===== config.mk =====
export PLATFORM = sky130hd
export DESIGN_NAME = tcdm_copy_top
export DESIGN_NICKNAME = d
export VERILOG_FILES = /design/src/tcdm_copy_pkg.sv /design/src/addr_counter.sv /design/src/copy_fifo.sv /design/src/copy_ctrl_fsm.sv /design/src/tcdm_mux_dynamic.sv /design/src/tcdm_copy_top.sv
export SDC_FILE = /design/constraint.sdc
export NUM_CORES = 1
export LEC_CHECK = 0
export BUFFER_PORTS_ARGS = -buffer_cell sky130_fd_sc_hd__buf_4
export CORE_ASPECT_RATIO = 1.25
export CORE_MARGIN = 2
export CORE_UTILIZATION = 40
export DETAILED_ROUTE_END_ITERATION = 10
export PLACE_DENSITY_LB_ADDON = 0.08
export SYNTH_ARGS = -nofsm -noshare
export SYNTH_HDL_FRONTEND = slang
export SYNTH_SLANG_ARGS = --single-unit

===== constraint.sdc =====
create_clock -name clk_i -period 3.23 [get_ports clk_i]
set_input_delay 0.323 -clock clk_i [delete_from_list [all_inputs] [get_ports clk_i]]
set_output_delay 0.323 -clock clk_i [all_outputs]
set_load 0.01 [all_outputs]

===== src/tcdm_copy_pkg.sv =====
// block-copy engine package with shared widths and controller state encoding
package tcdm_copy_pkg;

  // data word width
  localparam int unsigned DATA_W = 32;

  // word address width, covers a 4096-word memory
  localparam int unsigned ADDR_W = 12;

  // length field width, at most 255 words per copy
  localparam int unsigned LEN_W = 8;

  // controller states
  typedef enum logic [1:0] {
    CTRL_IDLE  = 2'd0,  // waiting for start
    CTRL_RUN   = 2'd1,  // reads and writes in progress
    CTRL_DRAIN = 2'd2,  // all reads issued, writes finishing
    CTRL_DONE  = 2'd3   // one-cycle completion
  } ctrl_state_e;

endpackage


===== src/addr_counter.sv =====
// word-address generator with remaining-word count, stepped once per grant
module addr_counter
  import tcdm_copy_pkg::*;
(
  input  logic              clk_i,
  input  logic              rst_ni,
  input  logic              clear,
  input  logic [ADDR_W-1:0] base,
  input  logic [LEN_W-1:0]  len,
  input  logic              step,
  output logic [ADDR_W-1:0] addr,
  output logic [LEN_W-1:0]  remaining,
  output logic              last
);

  logic [ADDR_W-1:0] addr_q;
  logic [LEN_W-1:0]  remaining_q;

  always_ff @(posedge clk_i or negedge rst_ni) begin
    if (!rst_ni) begin
      addr_q      <= '0;
      remaining_q <= '0;
    end else if (clear) begin
      addr_q      <= base;  // load for a new copy
      remaining_q <= len;
    end else if (step) begin
      addr_q      <= addr_q + 1'b1;
      remaining_q <= remaining_q - 1'b1;
    end
  end

  assign addr      = addr_q;
  assign remaining = remaining_q;

  // high while the current word is the final one
  assign last = (remaining_q == LEN_W'(1));

endmodule


===== src/copy_fifo.sv =====
// read-data buffer that reserves a slot for every read still in flight
module copy_fifo
  import tcdm_copy_pkg::*;
#(
  parameter int unsigned FIFO_DEPTH = 4
) (
  input  logic              clk_i,
  input  logic              rst_ni,
  input  logic              clear,
  input  logic              reserve,
  input  logic              push,
  input  logic [DATA_W-1:0] push_data,
  input  logic              pop,
  output logic [DATA_W-1:0] head_data,
  output logic              not_empty,
  output logic              has_room
);

  localparam int unsigned PTR_W = (FIFO_DEPTH > 1) ? $clog2(FIFO_DEPTH) : 1;
  localparam int unsigned CNT_W = $clog2(FIFO_DEPTH + 1);

  logic [DATA_W-1:0] mem [FIFO_DEPTH];
  logic [PTR_W-1:0]  wr_ptr, rd_ptr;
  logic [CNT_W-1:0]  count;
  logic [CNT_W-1:0]  rsv_count;  // granted reads not yet returned

  always_ff @(posedge clk_i) begin
    if (push)
      mem[wr_ptr] <= push_data;
  end

  always_ff @(posedge clk_i or negedge rst_ni) begin
    if (!rst_ni) begin
      wr_ptr    <= '0;
      rd_ptr    <= '0;
      count     <= '0;
      rsv_count <= '0;
    end else if (clear) begin
      wr_ptr    <= '0;
      rd_ptr    <= '0;
      count     <= '0;
      rsv_count <= '0;
    end else begin
      if (push)
        wr_ptr <= (wr_ptr == PTR_W'(FIFO_DEPTH - 1)) ? '0 : wr_ptr + 1'b1;
      if (pop)
        rd_ptr <= (rd_ptr == PTR_W'(FIFO_DEPTH - 1)) ? '0 : rd_ptr + 1'b1;
      if (push && !pop)
        count <= count + 1'b1;
      else if (pop && !push)
        count <= count - 1'b1;
      // arriving data turns a reservation into an occupied slot
      if (reserve && !push)
        rsv_count <= rsv_count + 1'b1;
      else if (push && !reserve)
        rsv_count <= rsv_count - 1'b1;
    end
  end

  assign head_data = mem[rd_ptr];
  assign not_empty = (count != '0);
  assign has_room  = (count + rsv_count) < FIFO_DEPTH;

endmodule


===== src/copy_ctrl_fsm.sv =====
// copy controller that sequences a transfer and raises the channel requests
module copy_ctrl_fsm
  import tcdm_copy_pkg::*;
(
  input  logic             clk_i,
  input  logic             rst_ni,
  input  logic             start,
  input  logic [LEN_W-1:0] len,
  input  logic [LEN_W-1:0] rd_remaining,
  input  logic             rd_gnt,
  input  logic             wr_last,
  input  logic             wr_gnt,
  input  logic             buf_room,
  input  logic             buf_not_empty,
  output logic             clear,
  output logic             rd_req,
  output logic             wr_req,
  output logic             busy,
  output logic             done
);

  ctrl_state_e state_q, state_d;

  always_ff @(posedge clk_i or negedge rst_ni) begin
    if (!rst_ni)
      state_q <= CTRL_IDLE;
    else
      state_q <= state_d;
  end

  always_comb begin
    state_d = state_q;
    case (state_q)
      CTRL_IDLE: begin
        if (start) begin
          if (len == '0)
            state_d = CTRL_DONE;  // nothing to move
          else
            state_d = CTRL_RUN;
        end
      end
      CTRL_RUN: begin
        if (rd_gnt && rd_remaining == LEN_W'(1))
          state_d = CTRL_DRAIN;  // last read issued
      end
      CTRL_DRAIN: begin
        if (wr_gnt && wr_last)
          state_d = CTRL_DONE;
      end
      CTRL_DONE: begin
        state_d = CTRL_IDLE;
      end
      default: begin
        state_d = CTRL_IDLE;
      end
    endcase
  end

  // start is only honoured while idle
  assign clear = (state_q == CTRL_IDLE) && start;

  // a read may only go out if its data has a slot to land in
  assign rd_req = (state_q == CTRL_RUN) && (rd_remaining != '0) && buf_room;

  assign wr_req = ((state_q == CTRL_RUN) || (state_q == CTRL_DRAIN)) && buf_not_empty;

  assign busy = (state_q == CTRL_RUN) || (state_q == CTRL_DRAIN);
  assign done = (state_q == CTRL_DONE);  // one cycle by construction

endmodule


===== src/tcdm_mux_dynamic.sv =====
// round-robin funnel of TCDM virtual channels onto fewer initiator ports
module tcdm_mux_dynamic
  import tcdm_copy_pkg::*;
#(
  parameter int unsigned NB_IN_CHAN  = 2,
  parameter int unsigned NB_OUT_CHAN = 1
) (
  input  logic                                  clk_i,
  input  logic                                  rst_ni,
  input  logic                                  clear,

  input  logic [NB_IN_CHAN-1:0]                 in_req,
  input  logic [NB_IN_CHAN-1:0][ADDR_W-1:0]     in_addr,
  input  logic [NB_IN_CHAN-1:0]                 in_wen,
  input  logic [NB_IN_CHAN-1:0][DATA_W-1:0]     in_wdata,
  output logic [NB_IN_CHAN-1:0]                 in_gnt,
  output logic [NB_IN_CHAN-1:0]                 in_rvalid,
  output logic [NB_IN_CHAN-1:0][DATA_W-1:0]     in_rdata,

  output logic [NB_OUT_CHAN-1:0]                out_req,
  output logic [NB_OUT_CHAN-1:0][ADDR_W-1:0]    out_addr,
  output logic [NB_OUT_CHAN-1:0]                out_wen,
  output logic [NB_OUT_CHAN-1:0][DATA_W-1:0]    out_wdata,
  input  logic [NB_OUT_CHAN-1:0]                out_gnt,
  input  logic [NB_OUT_CHAN-1:0]                out_rvalid,
  input  logic [NB_OUT_CHAN-1:0][DATA_W-1:0]    out_rdata
);

  // channels competing for each output port
  localparam int unsigned GRP   = NB_IN_CHAN / NB_OUT_CHAN;
  localparam int unsigned CNT_W = (GRP > 1) ? $clog2(GRP) : 1;

  logic [CNT_W-1:0]                   rr_counter;
  logic [NB_OUT_CHAN-1:0][CNT_W-1:0]  winner_d;
  logic [NB_OUT_CHAN-1:0][CNT_W-1:0]  winner_q;
  logic [NB_OUT_CHAN-1:0]             out_req_q;
  logic [NB_OUT_CHAN-1:0]             wait_q;  // port requested last cycle without grant
  logic                               rr_step;

  assign rr_step = |(out_req & out_gnt);  // any port transferred

  // rotating counter shared by all ports
  always_ff @(posedge clk_i or negedge rst_ni) begin
    if (!rst_ni) begin
      rr_counter <= '0;
    end else if (clear) begin
      rr_counter <= '0;
    end else if (rr_step) begin
      if (rr_counter == CNT_W'(GRP - 1))
        rr_counter <= '0;
      else
        rr_counter <= rr_counter + 1'b1;
    end
  end

  // port i serves channels i, i+NB_OUT_CHAN, i+2*NB_OUT_CHAN ...
  always_comb begin
    out_req = '0;
    for (int unsigned i = 0; i < NB_OUT_CHAN; i++) begin
      for (int unsigned j = 0; j < GRP; j++)
        out_req[i] = out_req[i] | in_req[j*NB_OUT_CHAN+i];
    end
  end

  // last requester in rotated order wins
  always_comb begin
    int unsigned idx;
    winner_d = '0;
    for (int unsigned i = 0; i < NB_OUT_CHAN; i++) begin
      winner_d[i] = rr_counter;  // idle default
      for (int unsigned jj = 0; jj < GRP; jj++) begin
        idx = rr_counter + jj;
        if (idx >= GRP)
          idx = idx - GRP;  // wrap within group
        if (in_req[idx*NB_OUT_CHAN+i])
          winner_d[i] = CNT_W'(idx);
      end
      if (wait_q[i])
        winner_d[i] = winner_q[i];  // stalled request stays on its channel
    end
  end

  always_comb begin
    for (int unsigned i = 0; i < NB_OUT_CHAN; i++) begin
      out_addr[i]  = in_addr[winner_d[i]*NB_OUT_CHAN+i];
      out_wen[i]   = in_wen[winner_d[i]*NB_OUT_CHAN+i];
      out_wdata[i] = in_wdata[winner_d[i]*NB_OUT_CHAN+i];
    end
  end

  // remember who owns the response of the next cycle
  always_ff @(posedge clk_i or negedge rst_ni) begin
    if (!rst_ni) begin
      winner_q  <= '0;
      out_req_q <= '0;
      wait_q    <= '0;
    end else if (clear) begin
      winner_q  <= '0;
      out_req_q <= '0;
      wait_q    <= '0;
    end else begin
      winner_q  <= winner_d;
      out_req_q <= out_req;
      wait_q    <= out_req & ~out_gnt;
    end
  end

  always_comb begin
    in_gnt    = '0;
    in_rvalid = '0;
    in_rdata  = '0;
    for (int unsigned i = 0; i < NB_OUT_CHAN; i++) begin
      // grant only reaches a channel that actually requests
      in_gnt[winner_d[i]*NB_OUT_CHAN+i]    = out_gnt[i] & out_req[i];
      in_rvalid[winner_q[i]*NB_OUT_CHAN+i] = out_rvalid[i] & out_req_q[i];
      in_rdata[winner_q[i]*NB_OUT_CHAN+i]  = out_rdata[i];
    end
  end

endmodule


===== src/tcdm_copy_top.sv =====
// block-copy engine top with a read and a write channel sharing one TCDM port
module tcdm_copy_top
  import tcdm_copy_pkg::*;
#(
  parameter int unsigned NB_IN_CHAN  = 2,
  parameter int unsigned NB_OUT_CHAN = 1,
  parameter int unsigned FIFO_DEPTH  = 4
) (
  input  logic                               clk_i,
  input  logic                               rst_ni,

  // host side
  input  logic                               start,
  input  logic [ADDR_W-1:0]                  src_addr,
  input  logic [ADDR_W-1:0]                  dst_addr,
  input  logic [LEN_W-1:0]                   len,
  output logic                               busy,
  output logic                               done,

  // memory side
  output logic [NB_OUT_CHAN-1:0]             mem_req,
  output logic [NB_OUT_CHAN-1:0][ADDR_W-1:0] mem_addr,
  output logic [NB_OUT_CHAN-1:0]             mem_wen,
  output logic [NB_OUT_CHAN-1:0][DATA_W-1:0] mem_wdata,
  input  logic [NB_OUT_CHAN-1:0]             mem_gnt,
  input  logic [NB_OUT_CHAN-1:0]             mem_rvalid,
  input  logic [NB_OUT_CHAN-1:0][DATA_W-1:0] mem_rdata
);

  localparam int unsigned RD_CH = 0;
  localparam int unsigned WR_CH = 1;

  logic [NB_IN_CHAN-1:0]             ch_req;
  logic [NB_IN_CHAN-1:0][ADDR_W-1:0] ch_addr;
  logic [NB_IN_CHAN-1:0]             ch_wen;
  logic [NB_IN_CHAN-1:0][DATA_W-1:0] ch_wdata;
  logic [NB_IN_CHAN-1:0]             ch_gnt;
  logic [NB_IN_CHAN-1:0]             ch_rvalid;
  logic [NB_IN_CHAN-1:0][DATA_W-1:0] ch_rdata;

  logic              clear;
  logic              rd_req, wr_req;
  logic [ADDR_W-1:0] rd_addr, wr_addr;
  logic [LEN_W-1:0]  rd_remaining;
  logic              wr_last;
  logic [DATA_W-1:0] head_data;
  logic              buf_not_empty, buf_room;

  assign ch_req[RD_CH]   = rd_req;
  assign ch_req[WR_CH]   = wr_req;
  assign ch_addr[RD_CH]  = rd_addr;
  assign ch_addr[WR_CH]  = wr_addr;
  assign ch_wen[RD_CH]   = 1'b1;  // read
  assign ch_wen[WR_CH]   = 1'b0;  // write
  assign ch_wdata[RD_CH] = '0;
  assign ch_wdata[WR_CH] = head_data;

  copy_ctrl_fsm i_ctrl (
    .clk_i,
    .rst_ni,
    .start,
    .len,
    .rd_remaining,
    .rd_gnt        (ch_gnt[RD_CH]),
    .wr_last,
    .wr_gnt        (ch_gnt[WR_CH]),
    .buf_room,
    .buf_not_empty,
    .clear,
    .rd_req,
    .wr_req,
    .busy,
    .done
  );

  addr_counter i_rd_cnt (
    .clk_i,
    .rst_ni,
    .clear,
    .base      (src_addr),
    .len,
    .step      (ch_gnt[RD_CH]),
    .addr      (rd_addr),
    .remaining (rd_remaining),
    .last      ()
  );

  addr_counter i_wr_cnt (
    .clk_i,
    .rst_ni,
    .clear,
    .base      (dst_addr),
    .len,
    .step      (ch_gnt[WR_CH]),
    .addr      (wr_addr),
    .remaining (),
    .last      (wr_last)
  );

  copy_fifo #(
    .FIFO_DEPTH (FIFO_DEPTH)
  ) i_fifo (
    .clk_i,
    .rst_ni,
    .clear,
    .reserve   (ch_gnt[RD_CH]),     // slot held from grant to response
    .push      (ch_rvalid[RD_CH]),
    .push_data (ch_rdata[RD_CH]),
    .pop       (ch_gnt[WR_CH]),
    .head_data,
    .not_empty (buf_not_empty),
    .has_room  (buf_room)
  );

  tcdm_mux_dynamic #(
    .NB_IN_CHAN  (NB_IN_CHAN),
    .NB_OUT_CHAN (NB_OUT_CHAN)
  ) i_mux (
    .clk_i,
    .rst_ni,
    .clear,
    .in_req     (ch_req),
    .in_addr    (ch_addr),
    .in_wen     (ch_wen),
    .in_wdata   (ch_wdata),
    .in_gnt     (ch_gnt),
    .in_rvalid  (ch_rvalid),
    .in_rdata   (ch_rdata),
    .out_req    (mem_req),
    .out_addr   (mem_addr),
    .out_wen    (mem_wen),
    .out_wdata  (mem_wdata),
    .out_gnt    (mem_gnt),
    .out_rvalid (mem_rvalid),
    .out_rdata  (mem_rdata)
  );

endmodule


* Word level (Yosys, flattened, before mapping)
Memory sizes are Yosys's and may differ from the RTL's.
Cells that the tools add are included.
** Word-level totals
- Word-level logic and storage cells :: 137
- RAM bits :: 128
- Flip-flop bits (word level) :: 56
- Memories :: 1
- ROM bits :: 0
- Bits in latches :: 0
- Bits of input ports :: 69
** Cells by class
- Muxes and demuxes :: 54
- Bitwise operators :: 8
- $mul :: 0
- Add/subtract/negate cells :: 15
- Order comparisons :: 9
- Reduce and logical (&&, ||, !) cells :: 27
- Divide/modulo/power cells :: 0
- Equal/unequal tests :: 10
- Shifts and indexed selects :: 0
** Memory list
- i_fifo.mem :: depth 4, bits a word 32, rd ports 1, clocked after memory_dff 0, wr ports 1, RTL line copy_fifo.sv:22 : logic [DATA_W-1:0] mem [FIFO_DEPTH];
** Operators with widths (number)
- 32-bit two-way mux :: 5
- 12-bit two-way mux :: 6
- 32-bit by 2-bit < comparator with 1-bit output, second input constant :: 2
- 32-bit bitwise AND :: 1
- 32-bit demux with 1-bit select :: 1
- 32-bit by 2-bit greater-or-equal comparator with 1-bit output, second input constant :: 1
- 32-bit by 3-bit < comparator with 1-bit output, second input constant :: 1
- 8-bit two-way mux :: 4
- 32-bit by 2-bit subtractor with 32-bit output, second input constant :: 1
- 12-bit by 1-bit adder with 12-bit output, second input constant :: 2
- 2-bit two-way mux :: 10
- 1-bit two-way mux :: 19
- 3-bit two-way mux :: 6
- 8-bit by 1-bit equality test with 1-bit output, second input constant :: 2
- 8-bit by 1-bit subtractor with 8-bit output, second input constant :: 2
- 1-bit logical AND :: 12
- 3-bit nonzero test :: 3
- 2-bit equality test, second input constant :: 4
- 8-bit logical NOT :: 1
- 2-bit one-hot mux with 4 select lines :: 1
- 2-bit nonzero test :: 4
- 8-bit nonzero test :: 1
- 3-bit by 1-bit adder with 3-bit output, second input constant :: 2
- 3-bit by 1-bit subtractor with 3-bit output, second input constant :: 2
- other kinds (20) :: 30

* Logic depth before layout (Yosys ltp)
- Depth after elaboration :: 18
- Gate-level depth with buffers :: 14
- Gate-level depth less buffers :: 13

* Cells and area by module
Synthesis repeated with hierarchy kept, for this count alone.
** Second synthesis, totals
- Cell total of the unflattened synthesis :: 663
- Area, all modules :: 9107.5 um^2
** By module, submodules not included
- copy_fifo :: cells each 236, seq. area each 4093.9 um^2, instances 1, area each 5360.1 um^2
- addr_counter :: cells each 128, seq. area each 500.5 um^2, instances 2, area each 1154.9 um^2
- tcdm_mux_dynamic :: cells each 142, seq. area each 100.1 um^2, instances 1, area each 1184.9 um^2
- copy_ctrl_fsm :: cells each 27, seq. area each 50.0 um^2, instances 1, area each 245.2 um^2
- tcdm_copy_top :: cells each 2, seq. area each 0.0 um^2, instances 1, area each 7.5 um^2

* Least setup slack after synthesis
No wires, ideal clock.
- Path kind :: register -> register
- From :: reg i_ctrl.state_q[0]
- To :: reg i_fifo.count[2]
- Path buffers :: 1
- Library setup time :: 0.132 ns
- Period minus slack after synthesis :: 3.016 ns
- Stages on the path, launching flop included :: 13
- Data arrival time :: 2.884 ns
- Slack :: 0.214 ns
- Data required time :: 3.098 ns
- Cells stage by stage :: dfrtp_1 -> inv_1 -> ha_1 -> o31ai_2 -> o31ai_2 -> o211a_1 -> buf_6 -> nor2_1 -> fa_1 -> or3_1 -> mux2i_1 -> xnor2_1 -> nor2_1
** Between the ends
- Word-level cells in the longest chain between the ends :: 17
** Ends and longest elaborated chain
- start: declaration :: RTL line copy_ctrl_fsm.sv:22 : ctrl_state_e state_q, state_d;
- start signal: assignment :: RTL line copy_ctrl_fsm.sv:28 : state_q <= state_d;
- 2-bit by 1-bit equality test with 1-bit output or 2-bit equality test (tied branches)
- 1-bit logical OR *
- net busy :: RTL line tcdm_copy_top.sv:17 : output logic busy,
- 1-bit logical AND * :: RTL line copy_ctrl_fsm.sv:65 : assign wr_req = ((state_q == CTRL_RUN) || (state_q == CTRL_DRAIN)) && buf_not_empty;
- 1-bit two-way mux (not written as such) (2 in a row) :: RTL line tcdm_mux_dynamic.sv:75 : if (in_req[idx*NB_OUT_CHAN+i])
- 1-bit two-way mux (2 in a row) :: RTL line tcdm_mux_dynamic.sv:75
- 1-bit two-way mux :: RTL line tcdm_mux_dynamic.sv:78 : if (wait_q[i])
- 1-bit by 2-bit < comparator with 1-bit output (not written as such) or 1-bit greater-or-equal comparator (tied branches) :: RTL line tcdm_mux_dynamic.sv:114 : in_gnt[winner_d[i]*NB_OUT_CHAN+i] = out_gnt[i] & out_req[i];
- 1-bit logical AND (not written as such) :: RTL line tcdm_mux_dynamic.sv:114
- 1-bit two-way mux (not written as such) :: RTL line tcdm_mux_dynamic.sv:114
- 1-bit demux with 1-bit select
- 2-bit bitwise AND (no source line) *
- 1-bit logical NOT :: RTL line copy_fifo.sv:48 : if (push && !pop)
- 1-bit logical AND :: RTL line copy_fifo.sv:48
- 3-bit two-way mux :: RTL line copy_fifo.sv:48
- 3-bit two-way mux :: RTL line copy_fifo.sv:38 : end else if (clear) begin
- end signal: assignment :: RTL line copy_fifo.sv:49 : count <= count + 1'b1;
- end signal: assignment :: RTL line copy_fifo.sv:51 : count <= count - 1'b1;
- end: declaration :: RTL line copy_fifo.sv:24 : logic [CNT_W-1:0] count;
The timed path passes the listed nets; every way through them passes the cells marked *. The select of a mux whose other input is x is not followed.
A chain may end at the register's enable or synchronous reset.

* Final worst setup path
- From :: reg i_fifo.count[2]
- To :: reg i_fifo.count[2]
** Between the ends
- Word-level cells in the longest chain between the ends :: 17
** Ends and longest elaborated chain
- 3-bit by 3-bit adder with 4-bit output :: RTL line copy_fifo.sv:62 : assign has_room = (count + rsv_count) < FIFO_DEPTH;
- 32-bit by 3-bit < comparator with 1-bit output :: RTL line copy_fifo.sv:62
- 1-bit logical AND :: RTL line copy_ctrl_fsm.sv:63 : assign rd_req = (state_q == CTRL_RUN) && (rd_remaining != '0) && buf_room;
- 1-bit two-way mux (not written as such) (2 in a row) :: RTL line tcdm_mux_dynamic.sv:75
- 1-bit two-way mux (2 in a row) :: RTL line tcdm_mux_dynamic.sv:75
- 1-bit two-way mux :: RTL line tcdm_mux_dynamic.sv:78
- 1-bit by 2-bit < comparator with 1-bit output (not written as such) or 1-bit greater-or-equal comparator (tied branches) :: RTL line tcdm_mux_dynamic.sv:114
- 1-bit logical AND (not written as such) :: RTL line tcdm_mux_dynamic.sv:114
- 1-bit two-way mux (not written as such) :: RTL line tcdm_mux_dynamic.sv:114
- 1-bit demux with 1-bit select
- 2-bit bitwise AND (no source line)
- 1-bit logical NOT :: RTL line copy_fifo.sv:48
- 1-bit logical AND :: RTL line copy_fifo.sv:48
- 3-bit two-way mux :: RTL line copy_fifo.sv:48
- 3-bit two-way mux :: RTL line copy_fifo.sv:38
Several ways; a longest one is shown, not always the timed one. The select of a mux whose other input is x is not followed.

==> key figures <==
Synthesis
  – Post-synth top area share: 44.9%
  – Number of synthesized register bits: 184
  – Sequential fraction of the synthesis area: 61.3%
  – Mapped Avg Cell Area: 14.0 um2
  – Netlist cell types: 52
  – EDFF count, synth: 128
  – Async set-reset flop share out of synthesis: 30.4%
  – Mapped Area: 8560 um2
  – Most used DFF post-synth: edfxtp_1
  – Cells after Synth: 613
  – Synth top area cells: edfxtp_1, dfrtp_1, mux4_2, nor2b_1, ha_1
  – Mapped Nets: 702
  – Post-synth top area cell: edfxtp_1
  – Yosys Warn Count: 0

Flow run
  – Max Cap Viol: 0

Drt
  – Initial DRC count: 309
  – Final wirelength: 18600 um
  – DR WL/cell: 18.1 um
  – Via/cell ratio: 5.13
  – Remaining DRCs: 0
  – TritonRoute pass-1 iters: 4
  – Antenna-violating nets left: 0
  – Routed vias: 5275

Placement
  – Post-DP HPWL: 12300 um
  – Placed cell areas: 9830 um2
  – IO Port Bufs: 116
  – Gp weighted congestion: 0.771

Timing
  – Clock Skew: 0.0137 ns
  – Final setup viols: 0
  – Minimum clock period: 3.01 ns
  – Worst slew pin tran: 1.01 ns
  – Final hold slack: 0.0955 ns
  – Fin crit share: 93.1%
  – Setup TNS: 0 ns
  – Unrepaired setup endpoints after global routing: false
  – Slew HR: 32.5%
  – Fin. max-slew vios: 0
  – Final hold violation count: 0
  – Fmax: 0.333 GHz

GRT
  – Initial antenna violation count: 0
  – Congestion Overflow GR: 0
  – Largest net degree at the start of global routing: 57
  – First-pass GRT wire length: 29800 um
  – Vias in the first global route: 5702
  – GRT Util Overall: 17.2%

Power and ir drop
  – Static leakage: 0.00393 uW
  – PwrDens: 946 nW/um2
  – Worst IR Drop VDD: 0.484 mV

Worst setup path
  – CP peak stage delay: 0.43 ns
  – Crit Reg-Reg Startpoint: i_fifo.count[2]
  – Top cell family by delay on the critical path: simple AND/OR/NAND/NOR gates
  – Worst path slowest cell: fa_1
  – Crit path max fanout: 6
  – Buf+Inv Stages, Crit Path: 1
  – Kind of critical path: reg -> reg
  – Most used cell, CP: nor2_1
  – Data required, critical path: 3.52 ns
  – Critical path launch point type: flop
  – CP endpoint kind: flop
  – Crit path launch: i_fifo.count[2]
  – Crit-path cells: ha_1 -> nor4b_2 -> nand2_1 -> o21a_4 -> inv_2 -> o211a_1 -> nor2_1 -> fa_1 -> or3_1 -> mux2i_1 -> xnor2_1 -> nor2_1
  – WP data arrival: 3.30 ns

Floorplan
  – Initial Util: 41.0%
  – Rows: 59
  – Die area: 22600 um2
  – Ports: 117
  – Die Wd: 135 um
  – Core region area: 20900 um2
  – Die H: 168 um

Clock network
  – Clock Path Buffers: 2
  – Cts bufs inserted: 17
  – Later-pin clock latency in the skew report: 0.43 ns
  – Root Buffer: clkbuf_16
  – CTS tree: yes
  – # H-tree levels: 4
  – Worst-path clk slew: 0.07 ns
  – Clock sink count: 184
  – Post-CTS resize count: 0

Final layout
  – Nets@finish: 831
  – Share of post-route cells with drive strength above 1: 31.8%
  – Area grow syn2layout: 22.3%
  – Antenna cells: 0
  – Fin area: 10500 um2

Outcome
  – Status: finished clean

Hold path
  – Hold Startpoint: src_addr[7]
  – HP Class: in -> reg
## cells in the mapped netlist, drive strengths merged (2+ instances only)
cell	instances
o21a	3
buf	9
nor4b	2
dfrtp	56
nand4	6
nand4b	2
nor2	42
a31oi	4
inv	18
xnor2	21
o31ai	3
xor2	20
mux2i	3
mux4	32
nor3	7
nor2b	67
nand2	44
edfxtp	128
ha	18
and3	8
o211a	2
nor4	8
or3	3
nand3	11
a21oi	25
and2	7
mux2	12
o21ai	19
clkbuf	22
fa	2
o211ai	3
## cell families (layout without fill, tap and decap cells)
kind of cell,after synthesis,after routing,synth area share (%)
AO/OA/AOI/OAI,64,64,5.15
XOR/XNOR,41,41,4.41
adder cells (fa/ha/maj),20,20,3.10
buffers and inverters,49,190,2.43
flip-flops,184,184,61.3
multiplexers,47,47,10.3
AND/OR/NAND/NOR,208,208,13.3
## metrics by stage
stage               setup WS [ns]  cells  total power (uW)  utilization [%]
global placement            0.286    993              7770             47.0
floorplan                   0.214    613              6140                -
global route               0.0470   1028             10500             50.1
CTS                        0.0596   1025              9990             50.0
finish                      0.223   1028              9900             50.1
detailed placement          0.231    993              7840             47.0
## area by class of cell
class / instances / area (um2)
clock inverter: 14 / 180
inverter: 18 / 67.6
fill: 1842 / 10400
timing repair buffer: 141 / 1090
sequential: 184 / 5250
multi-input combinational: 380 / 3120
clock buffer: 17 / 425
tap: 274 / 343
## cells in the final DEF (no fill, tap or decap), types with 17 or more instances in the layout
| master | synthesis | final |
|---|---|---|
| a21oi_1 | 25 | 25 |
| edfxtp_1 | 128 | 128 |
| nor2_1 | 40 | 40 |
| buf_4 | 1 | 138 |
| inv_1 | 17 | 17 |
| nand2_1 | 44 | 44 |
| o21ai_0 | 18 | 18 |
| xnor2_1 | 20 | 20 |
| nor2b_1 | 67 | 67 |
| mux4_2 | 32 | 32 |
| xor2_1 | 20 | 20 |
| clkbuf_16 | 0 | 17 |
| dfrtp_1 | 56 | 54 |
| ha_1 | 18 | 18 |
## metal layers
metal	global-route usage (%)	up-vias	routed length, um
met5	0	-	0
met4	5.95	0	275
met3	3.00	17	713
met2	30.6	115	9810
met1	20.9	2665	7810
li1	-	2478	-
## what timing repair did
action | 4_1_cts | 5_1_grt
hold buffers | 1 | 0
hold endpoints to repair | 56 | 0
endpoints found under the setup margin | 0 | 23
setup buffers | 0 | 3
## worst min-delay path, delay by kind of cell
kind | cells | cell delay (ns)
compound gates | 1 | 0.05
buf+inv | 1 | 0.08
simple gates | 1 | 0.03
## state kept, by name (all words and copies together) (netlist names), 3 cells and up
name / count
i_fifo.count: 3
i_fifo.mem: 128
i_fifo.rsv_count: 3
i_rd_cnt.addr: 12
i_rd_cnt.remaining: 8
i_wr_cnt.addr: 12
i_wr_cnt.remaining: 8
## final timing paths
path                            slack (ns)                     to  depth (start not counted)
worst max-delay path                  0.22        i_fifo.count[2]                         12
min in group asynchronous             0.49  i_wr_cnt.remaining[2]                          2
worst min-delay path                   0.1       i_rd_cnt.addr[7]                          3
worst min register to register        0.58       i_fifo.wr_ptr[1]                          2
worst max register to register        0.22        i_fifo.count[2]                         12
max in group asynchronous             2.17       i_fifo.rd_ptr[0]                          2
## report_power, final
group          switching, uW  total (uW)  internal [uW]
Combinational           2110        4190           2080
Clock                    995        2110           1110
Sequential               489        3600           3110
Power figures use the tool's default switching activity.
